==> config.mk <==
export PLATFORM = sky130hd
export DESIGN_NAME = lsu_apb_master
export DESIGN_NICKNAME = d
export VERILOG_FILES = /design/src/hw/lsu_pkg.sv /design/src/hw/lsu_apb_master.sv
export SDC_FILE = /design/constraint.sdc
export NUM_CORES = 1
export LEC_CHECK = 0
export BUFFER_PORTS_ARGS = -buffer_cell sky130_fd_sc_hd__clkbuf_2
export CAP_MARGIN = 25
export CORE_MARGIN = 2
export CORE_UTILIZATION = 36
export CTS_CLUSTER_DIAMETER = 50
export DETAILED_ROUTE_END_ITERATION = 10
export SYNTH_ARGS = -nofsm -noshare
export SYNTH_HDL_FRONTEND = slang
export SYNTH_SLANG_ARGS = --single-unit
==> constraint.sdc <==
create_clock -name clk -period 5.4 [get_ports clk]
set_input_delay 0.54 -clock clk [delete_from_list [all_inputs] [get_ports clk]]
set_output_delay 0.54 -clock clk [all_outputs]
set_load 0.01 [all_outputs]
==> src/hw/lsu_pkg.sv <==
// shared widths, size encoding and request format for the load/store path RTL and testbench
package lsu_pkg;

  // data lane and bus widths
  parameter int XLEN   = 64;
  parameter int ADDR_W = 32;
  parameter int STRB_W = XLEN / 8;

  // access size, value is log2 of the byte count
  typedef enum logic [1:0] {
    SZ_B = 2'd0, // byte
    SZ_H = 2'd1, // half
    SZ_W = 2'd2, // word
    SZ_D = 2'd3  // double
  } size_e;

  // formatted request as stored in the request FIFO
  typedef struct packed {
    logic              we;    // store
    logic [ADDR_W-1:0] addr;  // byte address
    logic [XLEN-1:0]   wdata; // already shifted onto its lane
    logic [STRB_W-1:0] strb;  // byte enables within the lane
    size_e             size;
    logic              sext;  // sign-extend on load
    logic              mis;   // address not a multiple of the size
  } lsu_req_t;

endpackage

==> src/hw/lsu_apb_master.sv <==
// APB master: runs one transfer per queued request and returns extended load data as a response
`timescale 1ns/1ps

module lsu_apb_master (
  input  logic                       clk,
  input  logic                       rst_n_i,
  input  logic                       req_valid_i,
  input  lsu_pkg::lsu_req_t          req_i,
  input  logic                       resp_ready_i,
  input  logic [lsu_pkg::XLEN-1:0]   prdata_i,
  input  logic                       pready_i,
  input  logic                       pslverr_i,
  output logic                       req_ready_o,
  output logic                       resp_valid_o,
  output logic [lsu_pkg::XLEN-1:0]   resp_rdata_o,
  output logic                       resp_err_o,
  output logic                       psel_o,
  output logic                       penable_o,
  output logic [lsu_pkg::ADDR_W-1:0] paddr_o,
  output logic                       pwrite_o,
  output logic [lsu_pkg::XLEN-1:0]   pwdata_o,
  output logic [lsu_pkg::STRB_W-1:0] pstrb_o
);

  typedef enum logic [1:0] {S_IDLE, S_SETUP, S_ACCESS, S_RESP} state_e;

  state_e                     state;
  logic                       take;
  logic                       done;
  logic [lsu_pkg::ADDR_W-1:0] paddr_q;
  logic                       pwrite_q;
  logic [lsu_pkg::XLEN-1:0]   pwdata_q;
  logic [lsu_pkg::STRB_W-1:0] pstrb_q;
  lsu_pkg::size_e             size_q;
  logic [2:0]                 off_q;
  logic                       sext_q;
  logic [lsu_pkg::XLEN-1:0]   shifted;
  logic [lsu_pkg::XLEN-1:0]   load_ext;
  logic [lsu_pkg::XLEN-1:0]   rdata_q;
  logic                       err_q;

  assign req_ready_o = (state == S_IDLE); // nothing pending
  assign take        = req_valid_i && req_ready_o;
  assign done        = (state == S_ACCESS) && pready_i;

  always_ff @(posedge clk) begin
    if (!rst_n_i) begin
      state <= S_IDLE;
    end else begin
      case (state)
        S_IDLE:   if (take) state <= req_i.mis ? S_RESP : S_SETUP; // misaligned skips the bus
        S_SETUP:  state <= S_ACCESS;
        S_ACCESS: if (pready_i) state <= S_RESP;
        default:  if (resp_ready_i) state <= S_IDLE;
      endcase
    end
  end

  // selected bytes down to bit 0, then extend
  assign shifted = prdata_i >> {off_q, 3'b000};

  always_comb begin
    case (size_q)
      lsu_pkg::SZ_B: load_ext = sext_q ? {{(lsu_pkg::XLEN-8){shifted[7]}}, shifted[7:0]}
                                       : {{(lsu_pkg::XLEN-8){1'b0}}, shifted[7:0]};
      lsu_pkg::SZ_H: load_ext = sext_q ? {{(lsu_pkg::XLEN-16){shifted[15]}}, shifted[15:0]}
                                       : {{(lsu_pkg::XLEN-16){1'b0}}, shifted[15:0]};
      lsu_pkg::SZ_W: load_ext = sext_q ? {{(lsu_pkg::XLEN-32){shifted[31]}}, shifted[31:0]}
                                       : {{(lsu_pkg::XLEN-32){1'b0}}, shifted[31:0]};
      default:       load_ext = shifted;
    endcase
  end

  always_ff @(posedge clk) begin
    if (take) begin
      paddr_q  <= req_i.addr;
      pwrite_q <= req_i.we;
      pwdata_q <= req_i.wdata;
      pstrb_q  <= req_i.strb;
      size_q   <= req_i.size;
      off_q    <= req_i.addr[2:0];
      sext_q   <= req_i.sext;
      rdata_q  <= '0;
      err_q    <= req_i.mis;
    end else if (done) begin
      rdata_q <= (pwrite_q || pslverr_i) ? '0 : load_ext; // stores answer zero
      err_q   <= pslverr_i;
    end
  end

  assign psel_o       = (state == S_SETUP) || (state == S_ACCESS);
  assign penable_o    = (state == S_ACCESS);
  assign paddr_o      = paddr_q;
  assign pwrite_o     = pwrite_q;
  assign pwdata_o     = pwdata_q;
  assign pstrb_o      = pstrb_q;
  assign resp_valid_o = (state == S_RESP);
  assign resp_rdata_o = rdata_q;
  assign resp_err_o   = err_q;

endmodule

# == Word-level counts from Yosys, hierarchy flattened ==
# Cells that the tools add are included.
# Widths: inputs -> output; s select.
# classes
eq_ne,7
shift,1
mux,12
n_reduce_logical,9
# op_table
op,n
$mux 64,4
$pmux 64 s3,1
$shr 64x6->64,1
$mux 2,4
$eq 2x2->1 const B,3
$pmux 2 s3,1
$eq 2x1->1 const B,2
$logic_not 2->1,2
$reduce_bool 4->1,1
$reduce_and 3->1,1
$logic_and 1x1->1,2
$logic_or 1x1->1,2
$mux 1,2
$ne 2x1->1 const B,1
$ne 2x2->1 const B,1
$reduce_bool 2->1,1
# word_totals
register_bits,178
inputBits,179
output_inout_bits,174
word_cells,39

# == Longest topological paths before layout ==
# Gate-level depths: netlist of the first run.
# logic_depth
depth_word,4
mapped_depth,9
ltp_nobuf,8

# == Least setup slack after synthesis of the first run ==
# OpenSTA, ideal clock, no wires.
# synth_timing
path_type,reg-to-reg
from,register state[0]
to,register err_q (netlist: resp_err_o) (enable)
setup_time_ps,292
t_arrival_ps,3565
required_time_ps,5108
slack_ps,1543
path_stages_with_launch,9
path_buffers,2
synth_period_minus_slack_ps,3857
path_cell_list,dfxtp_1 > inv_1 > ha_1 > nand2_1 > inv_1 > a21oi_1 > clkbuf_1 > clkbuf_1 > inv_1
# synth_between
elab_chain_len,3
elab_cells_between_ends,5
cone_classes,1 x eq/ne; 4 x reduce/logical
# synth_rtl
element,line,text
from (decl),lsu_apb_master.sv:27,state_e state;
from (signal assigned),lsu_apb_master.sv:51,S_IDLE: if (take) state <= req_i.mis ? S_RESP : S_SETUP;
$logic_not 2->1,lsu_apb_master.sv:42,assign req_ready_o = (state == S_IDLE);
via req_ready_o,lsu_apb_master.sv:13,"output logic req_ready_o,"
$logic_and 1x1->1,lsu_apb_master.sv:43,assign take = req_valid_i && req_ready_o;
via take,lsu_apb_master.sv:28,logic take;
$reduce_bool 2->1 (no line),n/a,
to (signal assigned),lsu_apb_master.sv:84,err_q <= req_i.mis;
to (signal assigned),lsu_apb_master.sv:87,err_q <= pslverr_i;
to (decl),lsu_apb_master.sv:40,logic err_q;
# The timed path passes the listed nets, and every way through them passes these cells.
# A chain may end at the register's enable or synchronous reset.

==> run_results.csv, run 1 <==
group,metric,value,unit
critical_path,reg2reg_depth,6,
clock_tree,clk_pin_slew,0.08,ns
timing,finalCritPeriodShare,57.24,%
die,die_w,148.6,microns
critical_path,end_kind,"flip-flop",
critical_path,required,5.70,ns
synthesis,yosysSeqAreaShare,61.04,%
timing,finalSetupTns,0,ns
die,die_area,22080,sq um
pwr,finalPower,4.306,mW
grt,grt_pass1_wl,36830,microns
clock_tree,clock_latency,0.43,ns
clock_tree,post_cts_buffers,0,
timing,maxSlewHeadroom,30.67,%
detailed_routing,first_iter_violations,422,
clock_tree,numCtsBuffers,17,
clock_tree,cts_root_buf,"clkbuf_16",
synthesis,synthAdderAreaFrac,0.4987,%
pwr,p_per_area,425.8,nW/um^2
clock_tree,cts.sinks,175,
timing,period_minus_slack,3.091,ns
min_path,whs_endpoint,"paddr_o[30]",
die,die_h,148.6,microns
pwr,peakVddDrop,260.0,uV
clock_tree,holdBufCountCts,0,
synthesis,syn_area_per_cell,12.28,sq um
place,io_buffer_count,352,
min_path,hold_path_startpoint,"req_i[106]",
critical_path,crit_path_max_fanout,32,
min_path,min_path_type,"in -> reg",
final_layout,areaGrowthSynthToFinish,34.36,%
critical_path,path_class,"reg -> reg",
critical_path,r2r_slack,2.31,ns
min_path,hold_path_depth,1,
timing,grt_setup_unrepaired,"no",
clock_tree,cts_htree_levels,4,
grt,gr-total-overflow,0,
synthesis,synth_top_family_by_area,"compound AO/OA/AOI/OAI gates",
detailed_routing,first_pass_iters,5,
grt,grt_max_degree,85,
clock_tree,cts_resized,0,
detailed_routing,drc,0,
timing,setup_viol,0,
synthesis,async_reset_ff_share,0,%
die,core,20360,sq um
synthesis,syn_nets,795,
critical_path,r2r_end,"resp_rdata_o[58]",
final_layout,multi_input_area,2720,sq um
timing,slew_violations,0,
detailed_routing,avgViaCountPerCell,5.090,
detailed_routing,totalWireLength,25100,microns
timing,skew,0.01029,ns
detailed_routing,ant_nets,0,
final_layout,nets,1131,
grt,grt_usage,22.33,%
synthesis,synthDistinctLibCells,43,
job,maxCapViolCount,0,
critical_path,regToRegStartpoint,"paddr_o[1]",
timing,max_freq,323.5,MHz
synthesis,ys_ff_latch,175,
synthesis,synth_warnings,0,
run_status,outcome,"finished clean",
synthesis,synth_compound_area_share,14.59,%
die,rows,52,
clock_tree,clockBufferDepth,2,
synthesis,synth.area.mux_share,12.20,%
grt,grt_pass1_vias,6087,
synthesis,syn_area,7527,sq um
final_layout,drive_above_1_share,45.95,%
synthesis,synth_xor_area_share,0,%
detailed_routing,avgRoutedWirePerCell,20.35,microns
timing,finalHoldWorstSlack,0.2776,ns
synthesis,synth-edff-count,109,
clock_tree,cts_tree,"yes",
die,initial_core_util,36.96,%
place,gp_congestion,0.9090,
final_layout,seq_area,4594,sq um
final_layout,fillers,1876,
synthesis,yosys.area_share.simple,8.693,%
synthesis,netlist_instances,613,
synthesis,ys_dominant_reg_cell,"edfxtp_1",
critical_path,cp-start-kind,"flip-flop",
critical_path,worstPathArrival,3.39,ns
detailed_routing,vias,6276,
die,num_io_pins,353,
timing,finalHoldViolations,0,
pwr,leakage,4.407,nW
grt,antenna_found_initial,1,
place,hpwl,19560,microns
timing,worst_pin_slew,1.040,ns
cell usage in the layout, fill, tap and decap left out, types with 19 or more instances in the layout:
cell      netlist  routed
nand2_1       105     105
dfxtp_1        66      66
mux2i_1        43      43
clkbuf_2        0     352
o211ai_1       20      20
edfxtp_1      109     109
o21ai_2        20      20
nor2_1         19      19
a21oi_1        26      25
o21ai_0        47      47
where the power goes:
group | internal (mW) | switching [mW] | leakage, nW | total [mW]
clock network | 0.669 | 0.587 | 0.297 | 1.26
registers | 1.70 | 0.0885 | 1.57 | 1.79
logic | 0.440 | 0.820 | 2.54 | 1.26
how the worst max path moves through the flow:
| stage | cells after the start | slack (ns) | startpoint | end |
|---|---|---|---|---|
| final | 6 | 2.31 | paddr_o[1] | resp_rdata_o[58] |
| after global routing | 5 | 2.14 | paddr_o[0] | resp_rdata_o[26] |
| after CTS | 5 | 2.32 | paddr_o[0] | resp_rdata_o[26] |
| after detailed placement | 5 | 2.31 | paddr_o[0] | resp_rdata_o[26] |
| after global placement | 5 | 2.38 | paddr_o[0] | resp_rdata_o[30] |
| after floorplan | 8 | 1.54 | state[0] | resp_err_o |
cells in the mapped netlist, types with 5 or more instances:
cell type	count	area [sq um]
o31ai_1	10	75.07
edfxtp_1	109	3273
o21ai_2	20	175.2
o211ai_1	20	150.1
nand2b_1	6	37.54
a21oi_1	26	130.1
o2bb2ai_1	5	43.79
buf_2	8	40.04
a2bb2oi_1	6	52.55
mux2i_1	43	430.4
dfxtp_1	66	1321
clkbuf_1	25	93.84
a211oi_1	7	52.55
inv_1	6	22.52
mux2_2	10	112.6
o21ai_0	47	235.2
a22oi_1	7	52.55
mux4_2	16	360.4
nand2_1	105	394.1
nor2_1	19	71.32
and2_1	10	62.56
routing by layer:
metal	global-route usage (%)	routed length, microns
met5	0	0
met2	39.68	12950
met3	4.448	1914
met4	7.762	653
met1	27.04	9576
stage by stage:
step                worst slack [ns]  instances  area (sq um)  util [%]
CTS                            2.318       1231         10100     49.58
global placement               2.381       1199          9484     46.57
detailed placement             2.312       1199          9484     46.57
global route                   2.139       1233         10110     49.66
finish                         2.309       1233         10110     49.66
floorplan                      1.543        613          7527         -
logic make-up after synthesis:
family,Yosys count
AND/OR/NAND/NOR,153
AO/OA/AOI/OAI,164
multiplexers,70
adder cells (fa/ha/maj),3
flip-flops,175
buffers and inverters,48
sequential cells by signal (all words and copies together), names as in the netlist:
name	cells
pwdata_o	64
resp_rdata_o	64
paddr_o	32
pstrb_o	8
size_q	2
state	2
pwrite_o	1
resp_err_o	1
sext_q	1
cell type report:
class,count,area share (%)
flip-flops and latches,175,45.43
clock buffers,17,4.206
inverters,6,0.2474
repair buffers,359,18.01
well taps,270,3.340
clock inverters,15,1.843
multi-input cells,390,26.90
diodes,1,0.02474
critical path, stage by stage, from the launching register on:
cell and delay (ns):
edfxtp_1 1.00, buf_4 0.44, mux4_2 0.60, o2bb2ai_2 0.17, nor3_4 0.15, buf_4 0.43
o31ai_1 0.13
No activity file was read; power rests on OpenSTA's default activity.
==> run 2, diff against run 1 <==
--- a/config.mk
+++ b/config.mk
@@ -11,6 +11,7 @@
 export CORE_UTILIZATION = 36
 export CTS_CLUSTER_DIAMETER = 50
 export DETAILED_ROUTE_END_ITERATION = 10
+export PLACE_DENSITY = 0.67
 export SYNTH_ARGS = -nofsm -noshare
 export SYNTH_HDL_FRONTEND = slang
 export SYNTH_SLANG_ARGS = --single-unit
==> constraint.sdc (replaced) <==
create_clock -name clk -period 2.8 [get_ports clk]
set_input_delay 0.28 -clock clk [delete_from_list [all_inputs] [get_ports clk]]
set_output_delay 0.28 -clock clk [all_outputs]
set_load 0.01 [all_outputs]
==> run 2 against run 1 <==
Against the previous run: die area is the same; total power increased by 91%; maximum frequency up 29%; via count rose by 0.99%; clock skew decreased by 0.00064 ns; count of clock-buffer cells in the layout is the same; flip-flop and latch count stayed put; cell count rose by 1.1%; wire length shrank 0.84%; clock power up 80%; final area up 1.2%; hold slack worse by 0.26 ns; critical endpoint is now resp_rdata_o[34]; largest power group unchanged.
==> run_results.csv, run 2 (synthesis results as in run 1) <==
group,metric,value,unit
clock_tree,post_cts_buffers,0,
final_layout,nets,1143,
grt,grt_max_degree,98,
clock_tree,cts_tree,"yes",
final_layout,drive_above_1_share,46.92,%
run_status,outcome,"finished clean",
timing,slew_violations,0,
pwr,leakage,4.454,nW
clock_tree,clock_latency,0.43,ns
detailed_routing,avgViaCountPerCell,5.087,
final_layout,fillers,1846,
place,gp_congestion,0.9128,
min_path,min_path_type,"in -> reg",
timing,max_freq,417.4,MHz
detailed_routing,first_iter_violations,489,
die,rows,52,
die,die_h,148.6,microns
grt,grt_pass1_wl,36940,microns
place,hpwl,19420,microns
timing,setup_viol,0,
critical_path,worstPathArrival,2.70,ns
critical_path,path_class,"reg -> reg",
detailed_routing,drc,0,
timing,maxSlewHeadroom,41.70,%
timing,finalHoldWorstSlack,0.02022,ns
grt,grt_pass1_vias,6090,
timing,finalCritPeriodShare,85.56,%
timing,finalHoldViolations,0,
grt,gr-total-overflow,0,
detailed_routing,vias,6338,
critical_path,critPathSlowestCell,"edfxtp_1",
timing,period_minus_slack,2.396,ns
final_layout,areaGrowthSynthToFinish,36.00,%
clock_tree,clockBufferDepth,2,
timing,worst_pin_slew,0.8678,ns
detailed_routing,totalWireLength,24880,microns
die,die_w,148.6,microns
detailed_routing,avgRoutedWirePerCell,19.97,microns
clock_tree,clk_pin_slew,0.07,ns
critical_path,end_kind,"flip-flop",
die,die_area,22080,sq um
pwr,p_per_area,805.4,nW/um^2
clock_tree,cts_root_buf,"clkbuf_16",
clock_tree,numCtsBuffers,17,
die,num_io_pins,353,
job,maxCapViolCount,0,
critical_path,cp-start-kind,"flip-flop",
place,io_buffer_count,352,
critical_path,path_cells,"mux2_2, mux4_2, o2bb2ai_2, nor3_4, buf_12, o21ai_1",
clock_tree,cts.sinks,175,
critical_path,required,3.10,ns
detailed_routing,ant_nets,0,
final_layout,layout_common_cells,"352 x clkbuf_2, 109 x edfxtp_1, 104 x nand2_1",
grt,antenna_found_initial,3,
die,core,20360,sq um
clock_tree,cts_htree_levels,4,
final_layout,final_common_cell,"clkbuf_2",
critical_path,crit_path_max_fanout,32,
timing,skew,0.009644,ns
die,initial_core_util,36.96,%
detailed_routing,first_pass_iters,5,
clock_tree,cts_resized,0,
final_layout,seq_area,4597,sq um
critical_path,cpPeakStageDelay,0.59,ns
pwr,peakVddDrop,377.6,uV
timing,grt_setup_unrepaired,"no",
final_layout,multi_input_area,2740,sq um
final_layout,final_util,50.27,%
grt,grt_usage,22.25,%
[run 2: metal layers]
layer / GRT usage [%] / vias to the layer above / part of all wire, %
li1: - / 2988 / -
met1: 26.93 / 2979 / 37
met2: 39.81 / 338 / 53
met3: 4.724 / 31 / 8.8
met4: 6.714 / 2 / 1.4
met5: 0 / - / 0.064
[run 2: per-stage QoR]
stage               cell area [sq um]  cells  total power, mW  TNS, ns  setup WS [ns]
global placement                 9633   1209            6.027        0         0.4326
global route                    10240   1246            8.683        0         0.2402
finish                          10240   1246            8.246        0         0.4044
detailed placement               9633   1209            6.025        0         0.4085
CTS                             10230   1244            8.313        0         0.3855
floorplan                        7582    613            5.115   -14.72        -0.3067
[run 2: area by class of cell]
type                            count  share of cell area (%)
Timing Repair Buffer              371                   19.16
Antenna cell                        2                 0.04889
Sequential cell                   175                   44.90
Clock inverter                     15                   1.406
Clock buffer                       17                   4.155
Inverter                            6                  0.2567
Multi-Input combinational cell    390                   26.77
Tap cell                          270                   3.300
[run 2: critical path, delay by kind of cell (launching register included)]
kind | cells | cell delay, ns
simple gates | 1 | 0.21
flops | 1 | 0.59
compound gates | 2 | 0.29
buf+inv | 1 | 0.25
mux | 2 | 0.92
[run 2: timing repair]
| item | CTS | global route |
|---|---|---|
| hold buffers | 3 | 0 |
| endpoints found under the hold margin | 3 | 0 |
| setup endpoints to repair | 0 | 0 |
[run 2: path summary, 6_finish.rpt]
kind / from / cells after the start / endpoint / slack, ns
hold / removal: req_i[80] / 1 / paddr_o[4] / 0.02
hold reg to reg: resp_rdata_o[55] / 2 / resp_rdata_o[55] / 0.45
setup / recovery: paddr_o[0] / 6 / resp_rdata_o[34] / 0.40
setup reg to reg: paddr_o[0] / 6 / resp_rdata_o[34] / 0.40
[run 2: power breakdown]
| part | internal [mW] | total [mW] | switching, mW |
|---|---|---|---|
| logic | 0.952 | 2.52 | 1.57 |
| registers | 3.28 | 3.45 | 0.169 |
| clock network | 1.18 | 2.27 | 1.09 |
==> run 3, diff against run 2 <==
--- a/config.mk
+++ b/config.mk
@@ -11,7 +11,7 @@
 export CORE_UTILIZATION = 36
 export CTS_CLUSTER_DIAMETER = 50
 export DETAILED_ROUTE_END_ITERATION = 10
-export PLACE_DENSITY = 0.67
+export SKIP_CTS_REPAIR_TIMING = 1
 export SYNTH_ARGS = -nofsm -noshare
 export SYNTH_HDL_FRONTEND = slang
 export SYNTH_SLANG_ARGS = --single-unit
==> constraint.sdc (replaced) <==
create_clock -name clk -period 2.3 [get_ports clk]
set_input_delay 0.23 -clock clk [delete_from_list [all_inputs] [get_ports clk]]
set_output_delay 0.23 -clock clk [all_outputs]
set_load 0.005 [all_outputs]
==> run 3 against run 2 <==
Against the previous run: non-clock buffer count increased by 130; cell count is 11% higher; maximum frequency rose by 5.8%; wire length is 13% higher; critical endpoint is now resp_rdata_o[52]; first-iteration DRC count down 4.3%; setup slack worse by 0.37 ns.
==> run_results.csv, run 3 (synthesis results as in run 1) <==
group,metric,value,unit
die,die_h,148.6,microns
critical_path,end_kind,"flip-flop",
critical_path,required,2.62,ns
pwr,p_per_area,910.6,nW/um^2
die,die_w,148.6,microns
final_layout,layout_common_cells,"352 x clkbuf_2, 109 x edfxtp_1, 108 x dlygate4sd3_1",
pwr,leakage,5.064,nW
detailed_routing,totalWireLength,28040,microns
timing,slew_violations,0,
critical_path,path_cells,"buf_4, mux2_4, mux4_2, o2bb2ai_4, nor3_4, buf_4, buf_6, o21ai_2",
timing,maxSlewHeadroom,41.95,%
min_path,min_path_type,"in -> reg",
grt,grt_pass1_wl,36740,microns
place,gp_congestion,0.8539,
final_layout,final_cells,1378,
critical_path,cpMostUsedCell,"buf_4",
clock_tree,cts.sinks,175,
critical_path,path_buf_inv,3,
die,die_area,22080,sq um
timing,setup_viol,0,
final_layout,areaGrowthSynthToFinish,54.31,%
final_layout,nets,1273,
clock_tree,clockBufferDepth,2,
critical_path,cp_top_family,"multiplexers",
run_status,outcome,"finished clean",
place,hpwl,19660,microns
critical_path,worstPathArrival,2.58,ns
final_layout,drive_above_1_share,43.75,%
die,core,20360,sq um
die,rows,52,
timing,worst_pin_slew,0.8641,ns
detailed_routing,first_iter_violations,468,
detailed_routing,avgRoutedWirePerCell,20.35,microns
detailed_routing,vias,7006,
timing,finalHoldViolations,0,
pwr,peakVddDrop,393.6,uV
clock_tree,clock_latency,0.44,ns
pwr,finalPower,10.58,mW
detailed_routing,drc,0,
grt,grt_usage,22.35,%
place,post-place-cells,1223,
clock_tree,cts_htree_levels,4,
clock_tree,cts_tree,"yes",
die,initial_core_util,36.96,%
grt,antenna_found_initial,3,
critical_path,critPathSlowestCell,"mux4_2",
timing,max_freq,441.8,MHz
detailed_routing,first_pass_iters,5,
timing,finalSetupTns,0,ns
critical_path,path_class,"reg -> reg",
detailed_routing,avgViaCountPerCell,5.084,
die,num_io_pins,353,
clock_tree,numCtsBuffers,17,
final_layout,final_common_cell,"clkbuf_2",
detailed_routing,ant_nets,0,
grt,grt_max_degree,102,
job,maxCapViolCount,0,
critical_path,cp-start-kind,"flip-flop",
grt,gr-total-overflow,0,
critical_path,crit_path_max_fanout,8,
grt,grt_pass1_vias,6178,
place,io_buffer_count,352,
clock_tree,clk_pin_slew,0.07,ns
timing,finalCritPeriodShare,98.41,%
timing,skew,0.01193,ns
timing,period_minus_slack,2.263,ns
clock_tree,cts_root_buf,"clkbuf_16",
critical_path,cpPeakStageDelay,0.52,ns
## run 3: cell types whose count changed in the layout (fill, tap and decap cells not counted), moves of 2 or more
| cell | delta |
|---|---|
| clkinv_8 | +3 |
| inv_6 | -3 |
| clkbuf_16 | +2 |
| diode_2 | +2 |
| buf_6 | +3 |
| clkinv_4 | -2 |
| buf_12 | +2 |
| buf_4 | +18 |
| dlygate4sd3_1 | +105 |
## run 3: stage by stage
stage | worst slack, ns | util (%) | cell area (sq um) | hold WS [ns]
3_3_place_gp | 0.01728 | 48.00 | 9776 | 0.4068
5_1_grt | -0.01896 | 57.02 | 11610 | 0.03843
2_1_floorplan | -0.7975 | - | 7582 | 0.3289
4_1_cts | -0.08304 | 51.04 | 10400 | -0.04974
6_report | 0.03658 | 57.03 | 11610 | 0.04310
3_5_place_dp | -0.06271 | 48.00 | 9776 | 0.4086
## run 3: worst register-to-register path: stages, from the launching register on
cell and delay (ns):
edfxtp_1 0.43, buf_4 0.18, mux2_4 0.31, mux4_2 0.52, o2bb2ai_4 0.18, nor3_4 0.14, buf_4 0.17, buf_6 0.16
o21ai_2 0.07
## run 3: metal layers
layer	GRT usage, %	up-vias	share of wire [%]
li1	-	3252	-
met1	26.50	3378	38
met2	39.77	331	52
met3	5.245	45	7.2
met4	7.810	0	2.6
met5	0	-	0
## run 3: cell type report
class	count	area, sq um
well taps	270	337.8
clock buffers	17	425.4
flip-flops and latches	175	4597
repair buffers	501	3272
diodes	4	10.01
inverters	6	26.28
fillers	1702	8750
multi-input cells	390	2753
clock inverters	15	193.9
## run 3: path summary, 6_finish.rpt
| path | cells after the start | to | slack (ns) | startpoint |
|---|---|---|---|---|
| worst max-delay path | 8 | resp_rdata_o[52] | 0.04 | paddr_o[0] |
| worst min-delay path | 2 | state[0] | 0.04 | rst_n_i |
| worst max register to register | 8 | resp_rdata_o[52] | 0.04 | paddr_o[0] |
| worst min register to register | 2 | resp_rdata_o[49] | 0.45 | resp_rdata_o[49] |
## run 3: where the power goes
| group | total (mW) | switching (mW) | internal [mW] |
|---|---|---|---|
| sequential | 4.22 | 0.221 | 4.00 |
| clock | 2.98 | 1.41 | 1.57 |
| combinational | 3.38 | 1.92 | 1.46 |
| total | 10.6 | 3.55 | 7.03 |
