`config.mk`:
```
export PLATFORM = sky130hd
export DESIGN_NAME = lsu_req_format
export DESIGN_NICKNAME = d
export VERILOG_FILES = /design/src/hw/lsu_pkg.sv /design/src/hw/lsu_req_format.sv
export SDC_FILE = /design/constraint.sdc
export NUM_CORES = 1
export LEC_CHECK = 0
export BUFFER_PORTS_ARGS = -buffer_cell sky130_fd_sc_hd__buf_4
export CELL_PAD_IN_SITES_DETAIL_PLACEMENT = 2
export CELL_PAD_IN_SITES_GLOBAL_PLACEMENT = 2
export CORE_ASPECT_RATIO = 0.8
export CORE_MARGIN = 4
export CORE_UTILIZATION = 33
export CTS_BUF_LIST = sky130_fd_sc_hd__clkbuf_16
export CTS_CLUSTER_DIAMETER = 150
export DETAILED_ROUTE_END_ITERATION = 12
export PLACE_DENSITY = 0.88
export SLEW_MARGIN = 20
export SYNTH_ARGS = -nofsm -noshare
export SYNTH_HDL_FRONTEND = slang
export SYNTH_SLANG_ARGS = --single-unit
```
`constraint.sdc`:
```
create_clock -name clk -period 10.85 [get_ports clk]
set_input_delay 0.5425 -clock clk [delete_from_list [all_inputs] [get_ports clk]]
set_output_delay 0.5425 -clock clk [all_outputs]
set_load 0.03 [all_outputs]
```
`src/hw/lsu_pkg.sv`:
```
// shared widths, size encoding and request format for the load/store path RTL and testbench
package lsu_pkg;

  // data lane and bus widths
  parameter int XLEN   = 64;
  parameter int ADDR_W = 32;
  parameter int STRB_W = XLEN / 8;

  // access size, value is log2 of the byte count
  typedef enum logic [1:0] {
    SZ_B = 2'd0, // byte
    SZ_H = 2'd1, // half
    SZ_W = 2'd2, // word
    SZ_D = 2'd3  // double
  } size_e;

  // formatted request as stored in the request FIFO
  typedef struct packed {
    logic              we;    // store
    logic [ADDR_W-1:0] addr;  // byte address
    logic [XLEN-1:0]   wdata; // already shifted onto its lane
    logic [STRB_W-1:0] strb;  // byte enables within the lane
    size_e             size;
    logic              sext;  // sign-extend on load
    logic              mis;   // address not a multiple of the size
  } lsu_req_t;

endpackage

```
`src/hw/lsu_req_format.sv`:
```
// request formatter: takes pipeline requests, aligns store data and strobes, flags misalignment
`timescale 1ns/1ps

module lsu_req_format (
  input  logic                       clk,
  input  logic                       rst_n_i,
  input  logic                       req_valid_i,
  input  logic                       req_we_i,
  input  logic [lsu_pkg::ADDR_W-1:0] req_addr_i,
  input  logic [lsu_pkg::XLEN-1:0]   req_wdata_i,
  input  lsu_pkg::size_e             req_size_i,
  input  logic                       req_sext_i,
  input  logic                       fmt_ready_i,
  output logic                       req_ready_o,
  output logic                       fmt_valid_o,
  output lsu_pkg::lsu_req_t          fmt_req_o
);

  logic                       rdy_en;  // low during reset, then stays high
  logic                       out_valid;
  logic                       accept;
  logic [lsu_pkg::STRB_W-1:0] strb_base;
  logic                       mis;
  lsu_pkg::lsu_req_t          fmt_d;
  lsu_pkg::lsu_req_t          out_q;

  // one-entry register, refill allowed while it drains
  assign req_ready_o = rdy_en && (!out_valid || fmt_ready_i);
  assign accept      = req_valid_i && req_ready_o;

  always_comb begin
    case (req_size_i)
      lsu_pkg::SZ_B: strb_base = 8'h01;
      lsu_pkg::SZ_H: strb_base = 8'h03;
      lsu_pkg::SZ_W: strb_base = 8'h0f;
      default:       strb_base = 8'hff;
    endcase
    case (req_size_i)
      lsu_pkg::SZ_B: mis = 1'b0;
      lsu_pkg::SZ_H: mis = req_addr_i[0];
      lsu_pkg::SZ_W: mis = |req_addr_i[1:0];
      default:       mis = |req_addr_i[2:0];
    endcase
  end

  always_comb begin
    fmt_d.we    = req_we_i;
    fmt_d.addr  = req_addr_i;
    fmt_d.wdata = req_wdata_i << {req_addr_i[2:0], 3'b000}; // byte offset to bit offset
    fmt_d.strb  = strb_base << req_addr_i[2:0];
    fmt_d.size  = req_size_i;
    fmt_d.sext  = req_sext_i;
    fmt_d.mis   = mis;
  end

  always_ff @(posedge clk) begin
    if (!rst_n_i) begin
      rdy_en    <= 1'b0;
      out_valid <= 1'b0;
    end else begin
      rdy_en <= 1'b1;
      if (accept) out_valid <= 1'b1;
      else if (fmt_ready_i) out_valid <= 1'b0;
    end
  end

  always_ff @(posedge clk) begin
    if (accept) out_q <= fmt_d;
  end

  assign fmt_valid_o = out_valid;
  assign fmt_req_o   = out_q;

endmodule

```
* After elaboration in Yosys (flattened, before gate mapping)
Cells that the tools add are included.
** Word-level totals
- Flip-flop bits (word level) :: 111
- Output and inout port bits :: 111
- Logic and storage cells :: 26
- Bits of input ports :: 104
** Operators by class
- Muxes and demuxes :: 5
- Equal/unequal tests :: 2
- Shift operators :: 2
- Reduce and logical (&&, ||, !) cells :: 8
** Operators with widths (number)
- $shl 64x6->64 :: 1
- $pmux 8 s3 :: 1
- $shl 8x3->8 :: 1
- $mux 1 :: 3
- $pmux 1 s3 :: 1
- $reduce_or 3->1 :: 1
- $eq 2x1->1 const B :: 1
- $eq 2x2->1 const B :: 1
- $logic_and 1x1->1 :: 2
- $logic_not 2->1 :: 1
- $reduce_bool 2->1 :: 1
- $reduce_or 2->1 :: 1
- $logic_not 1->1 :: 1
- $logic_or 1x1->1 :: 1

* Longest topological paths before layout
Gate-level depths: netlist of run 1.
- Depth after elaboration :: 5
- Depth in mapped cells :: 6

* Worst setup path after synthesis of run 1
Ideal clock, no wire load.
- Path type :: input port to flip-flop
- From :: input port fmt_ready_i
- To :: register out_q, in the netlist fmt_req_o[0] (enable)
- Arrival time :: 5480 ps
- Stages :: 2
- Path buffers :: 0
- Setup slack :: 4780 ps
- Cells stage by stage :: nand2b_1 -> nor2b_1
** On the way
- Cells in the longest elaborated chain, start to end :: 3
** RTL lines
- from (decl) :: RTL line lsu_req_format.sv:13 : input logic fmt_ready_i,
- $logic_or 1x1->1 :: RTL line lsu_req_format.sv:28 : assign req_ready_o = rdy_en && (!out_valid || fmt_ready_i);
- $logic_and 1x1->1 :: RTL line lsu_req_format.sv:28
- $logic_and 1x1->1 :: RTL line lsu_req_format.sv:29 : assign accept = req_valid_i && req_ready_o;
- via accept :: RTL line lsu_req_format.sv:21 : logic accept;
- to (signal assigned) :: RTL line lsu_req_format.sv:68 : if (accept) out_q <= fmt_d;
- to (decl) :: RTL line lsu_req_format.sv:25 : lsu_pkg::lsu_req_t out_q;
The timed path passes the listed nets, and every way through them passes these cells.
A chain may end at the register's enable or synchronous reset.

* Worst setup path in the final report of run 1
- From :: input port req_addr_i[2] (netlist bit)
- To :: register out_q, in the netlist fmt_req_o[16] (data pin)
** On the way
- Cells in the longest elaborated chain, start to end :: 1
** RTL lines
- from (decl) :: RTL line lsu_req_format.sv:9 : input logic [lsu_pkg::ADDR_W-1:0] req_addr_i,
- $shl 64x6->64 :: RTL line lsu_req_format.sv:49 : fmt_d.wdata = req_wdata_i << {req_addr_i[2:0], 3'b000};
Every way passes these cells.

==> results of run 1 <==
==> worst reg2reg max path: stages (launching register included) <==
cell and delay [ns]:
dfxtp_1 0.33, nand2b_1 0.13, nor2b_4 0.17, buf_4 0.71
==> Yosys cell counts, drive strengths merged, types with 2 or more instances <==
cell type    n
a211oi      20
a21boi       4
a21oi        3
a221oi      13
a2bb2oi      8
and2        14
buf         24
clkbuf       9
dfxtp        2
edfxtp     109
inv          2
mux2        22
mux2i       39
nand2       13
nand3        9
nor2        36
nor2b        6
nor3         2
o21a        10
o21ai       13
o221ai       8
o22ai        3
==> registers in the layout, indices dropped and copies added, names as in the netlist <==
signal,cells
fmt_valid_o,1
rdy_en,1
fmt_req_o,109
==> worst paths after layout <==
| check | from | end | slack (ns) | depth (start not counted) |
|---|---|---|---|---|
| setup / recovery | req_addr_i[2] | fmt_req_o[16] | 8.41 | 5 |
| hold / removal | rst_n_i | rdy_en | 0.28 | 1 |
| setup reg to reg | fmt_valid_o | fmt_req_o[44] | 9.08 | 3 |
| hold reg to reg | fmt_valid_o | fmt_valid_o | 0.61 | 2 |
==> per-layer routing <==
layer	vias up	GRT usage	routed length [um]
li1	1849	-	-
met5	-	0	0
met2	161	0.397	10500
met3	18	0.0754	1810
met4	0	0.0554	290
met1	2138	0.269	8370
==> power by group through the flow <==
stage	sequential (W)	clock, W	combinational, W
4_1_cts	0.000505	0.000354	0.000202
3_3_place_gp	0.000512	0	0.000191
3_5_place_dp	0.000514	0	0.000199
2_1_floorplan	0.000553	0	0.0000764
5_1_grt	0.000507	0.000372	0.000214
6_report	0.000505	0.000347	0.000202
==> layout make-up <==
type | instances | area [um^2]
clock inverters | 7 | 71.3
repair buffers | 218 | 1640
inverters | 3 | 11.3
flip-flops and latches | 111 | 3310
multi-input cells | 229 | 1720
clock buffers | 9 | 225
well taps | 215 | 269
fillers | 1575 | 8550
==> per-stage QoR <==
stage | utilization | total power [W] | setup slack, ns | instance area, um^2 | instances
global placement | 0.440 | 0.000704 | 8.22 | 6950 | 776
CTS | 0.459 | 0.00106 | 8.45 | 7250 | 792
global route | 0.459 | 0.00109 | 8.33 | 7250 | 792
detailed placement | 0.440 | 0.000713 | 8.08 | 6950 | 776
floorplan | - | 0.000629 | 4.78 | 5310 | 376
finish | 0.459 | 0.00105 | 8.41 | 7250 | 792
==> logic make-up (layout without fill, tap and decap cells) <==
family | after synthesis | in the layout | synth area share
buffers and inverters | 36 | 237 | 0.0528
muxes | 61 | 61 | 0.121
and+or+nand+nor | 83 | 83 | 0.0742
DFF | 111 | 111 | 0.624
AOI/OAI and AO/OA | 85 | 85 | 0.128
==> metrics, run 1 <==
status completed; DRT antenna net count 0; vias per cell between 5 and 6; Worst EP required approximately 11 ns; Sw Ratio 0.282; I/O pins 215; static leakage 2.94 nW; CP startpoint kind input pin; worst-path maximum fanout 73; syn nets 480; Post-Syn Area 5310 um^2; internal power 0.000757 W; Hold Path Class input pin to register; Ys Warns 0; Seq pwr share 0.479; crit end category register; combinational power share 0.191; Crit Path Category input pin to register; share of cells above drive strength 1 0.461; Setup Viol. Count Final 0; CP most frequent cell buf_4; initial core utilization 0.336; worst skew pair latency about 0.36 ns; Post-synth top flop edfxtp_1; VDD IR max about 0.000065 V; Least-Margin Pin Slew between 0.9 and 1 ns; Pwr per Cell Area roughly 150 nW/um^2; Relative slew margins 0.367; Area contributors post-synth edfxtp_1 62%, mux2i_1 7.4%, mux2_2 4.5%; DRC viols 0; Routed WL 20900 um; H-tree depth 3; Slowest cell on crit path buf_4; GP Congestion 0.805; initial antenna violation count 0; via count 4166; post-synthesis cell count 376; maxcap violations 0; synthesized area per cell between 10 and 15 um^2; Root Buffer clkbuf_16; final worst-path cycle share 0.225; die width 150 um; hold_ws about 0.28 ns; largest net degree at the start of global routing between 70 and 80; Post-DP HPWL 14600 um; core area 15800 um^2; most frequent cells in the layout 218 x buf_4, 109 x edfxtp_1, 39 x mux2i_1; FP Rows 41; Sw Pwr 0.000297 W; Pre-Repair DR Iteration Count 4; Synth top area share 0.616; post-CTS setup buffer count 0; die height approximately 120 um; Clock power frac 0.330; Critical Path Max Stage Delay about 0.63 ns; worst path arrival time roughly 2.6 ns; most common cell after layout, fill and taps aside buf_4; port bufs around 210; Worst Path Buf+Inv 2; number of nets in the layout between 600 and 700; total CTS buffers 9; fin. max-slew vios 0; Final Skew approximately 0.0096 ns; Async S/R FF share, synth 0; Max clock buf depth 2; total clock sinks 111; Synth cell types 39; total track usage 0.227; vias in the first global route approximately 4500; post_cts resized 0; gr ovfl total 0; starting DRC count in detailed routing about 360; sequential area share after synthesis 0.624; fin crit period 2.44 ns; Die Area 18200 um^2; Fin. Hold Viols 0; fmax 0.410 GHz; Syn-to-layout area delta 36.5%; largest area contributor in the synthesized netlist edfxtp_1; unrepaired setup endpoints after global routing false; Top delay family on crit path buffers and inverters; Routed WL per cell 26.4 um; n_diodes 0; cell chain of the critical path buf_4, or2_1, buf_4, nor2_4, and2_1; Hold Buf Count CTS 0; Reg clk slew, reported paths roughly 0.080 ns; CTS tree built; number of synthesized flops with an enable pin around 110; Setup TNS 0 ns; global-route wire length before repair just over 30000 um; flops & latches, synth between 100 and 150
(Power assumes the default switching activity.)
==> inputs of run 2 (changes only) <==
--- a/config.mk
+++ b/config.mk
@@ -5,16 +5,17 @@
 export SDC_FILE = /design/constraint.sdc
 export NUM_CORES = 1
 export LEC_CHECK = 0
+export ABC_AREA = 1
 export BUFFER_PORTS_ARGS = -buffer_cell sky130_fd_sc_hd__buf_4
 export CELL_PAD_IN_SITES_DETAIL_PLACEMENT = 2
 export CELL_PAD_IN_SITES_GLOBAL_PLACEMENT = 2
 export CORE_ASPECT_RATIO = 0.8
 export CORE_MARGIN = 4
-export CORE_UTILIZATION = 33
+export CORE_UTILIZATION = 28
 export CTS_BUF_LIST = sky130_fd_sc_hd__clkbuf_16
 export CTS_CLUSTER_DIAMETER = 150
 export DETAILED_ROUTE_END_ITERATION = 12
-export PLACE_DENSITY = 0.88
+export PLACE_DENSITY = 0.84
 export SLEW_MARGIN = 20
 export SYNTH_ARGS = -nofsm -noshare
 export SYNTH_HDL_FRONTEND = slang
==> constraint.sdc (replaced) <==
create_clock -name clk -period 2.3 [get_ports clk]
set_input_delay 0.115 -clock clk [delete_from_list [all_inputs] [get_ports clk]]
set_output_delay 0.115 -clock clk [all_outputs]
set_load 0.03 [all_outputs]
==> run 2 against run 1 <==
Effect of this change:
- clock skew down 0.0011 ns
- largest cell class unchanged
- first-iteration DRC count increased by 4.7%
- critical endpoint is now fmt_req_o[75]
- synthesized area grew 3.5%
- hold slack worse by 0.20 ns
- clock-buffer cell count unchanged
- synthesized cell count grew 59%
- power rose to 4.7 times the previous value
==> metrics, run 2 <==
via count 5234 (+26%); internal power 0.00347 W (+360%); synth cell count leaders 236 x nand2_1, 137 x nand3_1, 109 x edfxtp_1; vias in the first global route 5710 (+26%); final worst-path cycle share 0.644; Reg clk slew, reported paths 0.08 ns (about the same); Post-synth top flop edfxtp_1; post_cts resized 0 (unchanged); Synth cell types 23 (-41%); maxcap violations 0 (unchanged); post-synthesis cell count 599 (+59%); hold_ws 0.0825 ns (-0.202 ns); number of nets in the layout 933 (+38%); fmax 0.675 GHz; die height 133 um (+9.7%); Hold Path Class input pin to register; VDD IR max 0.000355 V (+450%); I/O pins 215 (unchanged); Fin. Hold Viols 0 (unchanged); total track usage 0.209 (-0.0173); initial core utilization 0.287 (-0.0490); initial antenna violation count 1 (+1); Post-Syn Area 5500 um^2 (+3.5%); Pre-Repair DR Iteration Count 5 (+1); Routed WL per cell 21.3 um (-19%); largest area contributor in the synthesized netlist edfxtp_1; syn nets 703 (+46%); GP Congestion 0.816 (+1.4%); Worst Path Buf+Inv 2 (unchanged); synthesized area per cell 9.17 um^2 (-35%); DRC viols 0 (unchanged); Area contributors post-synth edfxtp_1 60%, nand2_1 16%, nand3_1 12%; share of cells above drive strength 1 0.300 (-0.161); unrepaired setup endpoints after global routing false; total CTS buffers 9 (unchanged); CTS tree built; Final Skew 0.00843 ns (-0.00115 ns); Relative slew margins 0.473 (+0.106); DRT antenna net count 0 (unchanged); Sw Ratio 0.301 (+0.0192); fin. max-slew vios 0 (unchanged); number of synthesized flops with an enable pin 109 (unchanged); worst-path maximum fanout 58 (-21%); FP Rows 45 (+9.8%); port bufs 214 (unchanged); Clock power frac 0.309 (-0.021); largest net degree at the start of global routing 63 (-15%); pre-CTS setup slack 0.682 ns (-7.40 ns); max FFs per register 109 (unchanged); Crit Path Category register to register; Setup Viol. Count Final 0 (unchanged); n_diodes 0 (unchanged); H-tree depth 3 (unchanged); Pwr per Cell Area 629 nW/um^2 (+330%); Die Area 21900 um^2 (+21%); gr ovfl total 0 (unchanged); Max clock buf depth 2 (unchanged); total clock sinks 111 (unchanged); sequential area share after synthesis 0.603 (-0.0210); Worst EP required 2.32 ns (-8.64 ns); Top delay family on crit path buffers and inverters; most common cell after layout, fill and taps aside nand2_1; Setup WS post-layout 0.818 ns (-7.59 ns); layout filler cell count 2117 (+34%); Slowest cell on crit path dfxtp_1; core area 19100 um^2 (+21%); Syn-to-layout area delta 43.7%; Seq pwr share 0.479 (about the same); Routed WL 23200 um (+11%); vias per cell 4.79 (-8.9%); most frequent cells in the layout 236 x nand2_1, 219 x buf_4, 137 x nand3_1; static leakage 3.59 nW (+22%); worst skew pair latency 0.36 ns (about the same); global-route wire length before repair 34900 um (+15%); Post-DP HPWL 16600 um (+13%); CP startpoint kind register; crit end category register; die width 165 um (+9.9%); worst path arrival time 1.51 ns (-1.04 ns); count leader, synth nand2_1; status completed; Least-Margin Pin Slew 0.789 ns (-0.161 ns); combinational power share 0.212 (+0.021); Sw Pwr 0.00149 W (+400%); cell chain of the critical path inv_1, nor3_4, buf_12; post-CTS setup buffer count 0 (unchanged); Root Buffer clkbuf_16; Synth top area share 0.596 (-0.0208); flops & latches, synth 111 (unchanged); Critical Path Max Stage Delay 0.35 ns (-0.28 ns); Ys Warns 0 (unchanged); Async S/R FF share, synth 0 (unchanged); starting DRC count in detailed routing 378 (+4.7%); fin crit period about 1.5 ns
[run 2: repair_timing]
action                     in CTS  in global routing
hold endpoints to repair       35                  0
setup endpoints to repair       0                  0
hold buffers                   34                  0
[run 2: power groups by stage]
stage          Clock (W)  Combinational [W]  Sequential (W)
2_1_floorplan          0           0.000374         0.00260
3_3_place_gp           0           0.000969         0.00241
3_5_place_dp           0            0.00100         0.00242
4_1_cts          0.00157            0.00106         0.00238
5_1_grt          0.00167            0.00114         0.00239
6_report         0.00154            0.00105         0.00238
[run 2: final timing paths]
path,from,to,slack (ns),depth (start not counted)
hold reg to reg,fmt_valid_o,fmt_valid_o,0.63,4
setup / recovery,rdy_en,fmt_req_o[75],0.82,3
hold / removal,req_wdata_i[1],fmt_req_o[45],0.08,3
setup reg to reg,rdy_en,fmt_req_o[75],0.82,3
[run 2: cell type report]
| class | count | area, um^2 | area share |
|---|---|---|---|
| Timing Repair Buffer | 255 | 2020 | 0.256 |
| Sequential cell | 111 | 3320 | 0.420 |
| Clock buffer | 9 | 225 | 0.0285 |
| Multi-Input combinational cell | 424 | 1850 | 0.234 |
| Inverter | 28 | 113 | 0.0143 |
| Tap cell | 258 | 323 | 0.0409 |
| Clock inverter | 7 | 47.5 | 0.00602 |
[run 2: cell families after synthesis]
logic type             count (synthesis)  share of synthesized area
AND/OR/NAND/NOR                      409                      0.318
buffers and inverters                 64                     0.0644
flip-flops                           111                      0.603
AO/OA/AOI/OAI                         15                     0.0143
[run 2: worst register-to-register path, delay by kind of cell, from the launching register on]
kind | cells | cell delay [ns]
buf+inv | 2 | 0.43
flops | 1 | 0.35
simple gates | 1 | 0.31
[run 2: layer usage]
metal,GRT usage,wire length (um),part of all wire,vias up
li1,-,-,-,2473
met1,0.281,10200,0.44,2556
met2,0.330,10800,0.46,162
met3,0.0544,1350,0.058,41
met4,0.0711,811,0.035,2
met5,0,13,0.00056,-
[run 2: through the flow]
| step | total power [W] | TNS, ns | instance area (um^2) | utilization | std cells |
|---|---|---|---|---|---|
| finish | 0.00497 | 0 | 7900 | 0.412 | 1092 |
| global route | 0.00520 | 0 | 7900 | 0.412 | 1092 |
| CTS | 0.00501 | 0 | 7900 | 0.412 | 1092 |
| detailed placement | 0.00342 | 0 | 7280 | 0.380 | 1042 |
| global placement | 0.00338 | 0 | 7280 | 0.380 | 1042 |
| floorplan | 0.00298 | -133.03 | 5520 | - | 599 |
==> inputs of run 3 (changes only) <==
--- a/config.mk
+++ b/config.mk
@@ -11,11 +11,11 @@
 export CELL_PAD_IN_SITES_GLOBAL_PLACEMENT = 2
 export CORE_ASPECT_RATIO = 0.8
 export CORE_MARGIN = 4
-export CORE_UTILIZATION = 28
+export CORE_UTILIZATION = 25
 export CTS_BUF_LIST = sky130_fd_sc_hd__clkbuf_16
 export CTS_CLUSTER_DIAMETER = 150
 export DETAILED_ROUTE_END_ITERATION = 12
-export PLACE_DENSITY = 0.84
+export PLACE_DENSITY = 0.79
 export SLEW_MARGIN = 20
 export SYNTH_ARGS = -nofsm -noshare
 export SYNTH_HDL_FRONTEND = slang
==> constraint.sdc (replaced) <==
create_clock -name clk -period 1.3 [get_ports clk]
set_input_delay 0.065 -clock clk [delete_from_list [all_inputs] [get_ports clk]]
set_output_delay 0.065 -clock clk [all_outputs]
set_load 0.03 [all_outputs]
==> run 3 against run 2 <==
Effect of this change:
- critical path depth grew 1
- wire length shrank 3.5%
- combinational power grew 87%
- clock power grew 75%
- non-clock buffer count grew 23
- worst setup slack lost 0.80 ns
- sequential power grew 77%
- first-iteration DRC count shrank 19%
- die area grew 11%
- largest power group unchanged
==> metrics, run 3 (same netlist as run 2, synthesis figures left out) <==
status completed; initial core utilization 0.254 (-0.0329); total track usage 0.181 (-0.0285); Root Buffer clkbuf_16; GP Congestion 0.786 (-3.7%); DRC viols 0 (unchanged); Pre-Repair DR Iteration Count 4 (-1); fmax 0.780 GHz (+16%); Seq pwr share 0.475 (-0.004); die width 174 um (+5.5%); Sw Pwr 0.00260 W (+74%); Final Skew 0.0117 ns (+0.00327 ns); max FFs per register 109 (unchanged); Worst Path Buf+Inv 3 (+1); most frequent cells in the layout 236 x nand2_1, 223 x buf_4, 137 x nand3_1; Pwr per Cell Area 1070 nW/um^2 (+70%); I/O pins 215 (unchanged); die height 141 um (+5.5%); FP Rows 48 (+6.7%); DRT antenna net count 0 (unchanged); VDD IR max 0.000595 V (+67%); Die Area 24400 um^2 (+11%); Slowest cell on crit path dfxtp_1; worst path arrival time 1.37 ns (-0.14 ns); most common cell after layout, fill and taps aside nand2_1; CTS tree built; total CTS buffers 9 (unchanged); Routed WL per cell 19.8 um (-6.8%); Clock power frac 0.304 (-0.005); Setup Viol. Count Final 0 (unchanged); Reg clk slew, reported paths 0.08 ns (about the same); largest net degree at the start of global routing 63 (unchanged); worst-path maximum fanout 7 (-88%); gr ovfl total 0 (unchanged); number of nets in the layout 956 (+2.5%); Hold Path Class input pin to register; maxcap violations 0 (unchanged); share of cells above drive strength 1 0.321 (+0.0215); static leakage 3.76 nW (+4.8%); port bufs 214 (unchanged); worst skew pair latency 0.36 ns (about the same); global-route wire length before repair 34000 um (-2.5%); via count 5304 (+1.3%); internal power 0.00626 W (+80%); Top delay family on crit path buffers and inverters; Fin. Hold Viols 0 (unchanged); crit end category register; Sw Ratio 0.294 (-0.00699); Syn-to-layout area delta 50.8%; n_diodes 0 (unchanged); fin util 0.383 (-0.0293); starting DRC count in detailed routing 305 (-19%); combinational power share 0.221 (+0.009); Max clock buf depth 2 (unchanged); Relative slew margins 0.789 (+0.316); Least-Margin Pin Slew 0.317 ns (-0.472 ns); fin. max-slew vios 0 (unchanged); CP startpoint kind register; unrepaired setup endpoints after global routing true; H-tree depth 3 (unchanged); total clock sinks 111 (unchanged); Routed WL 22400 um (-3.5%); core area 21600 um^2 (+13%); initial antenna violation count 0 (-1); Crit Path Category register to register; vias per cell 4.69 (-2.2%); Worst EP required 1.38 ns (-0.94 ns); cell chain of the critical path inv_2, nor3_4, buf_6, clkbuf_16; fin crit period 1.28 ns (-0.199 ns); Overall Power 0.00887 W (+79%); final worst-path cycle share 0.986 (+0.342); vias in the first global route 5844 (+2.3%); Post-DP HPWL 16800 um (+1.3%); Critical Path Max Stage Delay 0.33 ns (-0.02 ns)
-- run 3: layout make-up --
class                   count  area, um^2
clock buffers               9         225
inverters                  28         113
fillers                  2388       13300
multi-input cells         424        1850
well taps                 275         344
clock inverters             6        51.3
repair buffers            278        2390
flip-flops and latches    111        3320
-- run 3: timing repair --
action                     4_1_cts  5_1_grt
setup endpoints to repair       20      102
pin swaps                        0        1
buffers inserted                 0        0
hold endpoints to repair        35        0
gates resized for setup          1        5
gates cloned                     0        2
hold buffers                    34        0
-- run 3: final timing paths --
path	from	to	slack (ns)	cells after the start
min reg2reg	rdy_en	fmt_valid_o	0.59	4
min	fmt_ready_i	fmt_valid_o	0.02	4
max reg2reg	rdy_en	fmt_req_o[82]	0.02	4
max	rdy_en	fmt_req_o[82]	0.02	4
-- run 3: power groups by stage --
stage               Clock, W  Combinational (W)  Sequential [W]
floorplan                  0           0.000661         0.00461
global placement           0            0.00183         0.00428
detailed placement         0            0.00189         0.00429
CTS                  0.00279            0.00198         0.00421
global route         0.00295            0.00214         0.00423
finish               0.00270            0.00196         0.00421
-- run 3: worst min-delay path, stage by stage --
cell	delay (ns)
buf_4	0.10
o22ai_1	0.08
nand2_1	0.06
inv_1	0.03
-- run 3: stage by stage --
stage	hold WS, ns	setup TNS [ns]	setup slack [ns]	cells	cell area [um^2]
global placement	0.187	0	0.0141	1080	7610
global route	0.0190	-1.96	-0.0485	1131	8280
finish	0.0151	0	0.0176	1131	8280
detailed placement	0.185	-0.206	-0.0119	1080	7610
floorplan	0.0927	-242.03	-2.22	599	5520
CTS	0.00256	-0.521	-0.0154	1129	8230
-- run 3: routing by layer --
| layer | wire length (um) | vias up | track usage |
|---|---|---|---|
| met1 | 9090 | 2638 | 0.212 |
| met5 | 0 | - | 0 |
| met4 | 129 | 0 | 0.0275 |
| met2 | 12000 | 136 | 0.342 |
| li1 | - | 2522 | - |
| met3 | 1210 | 8 | 0.0456 |
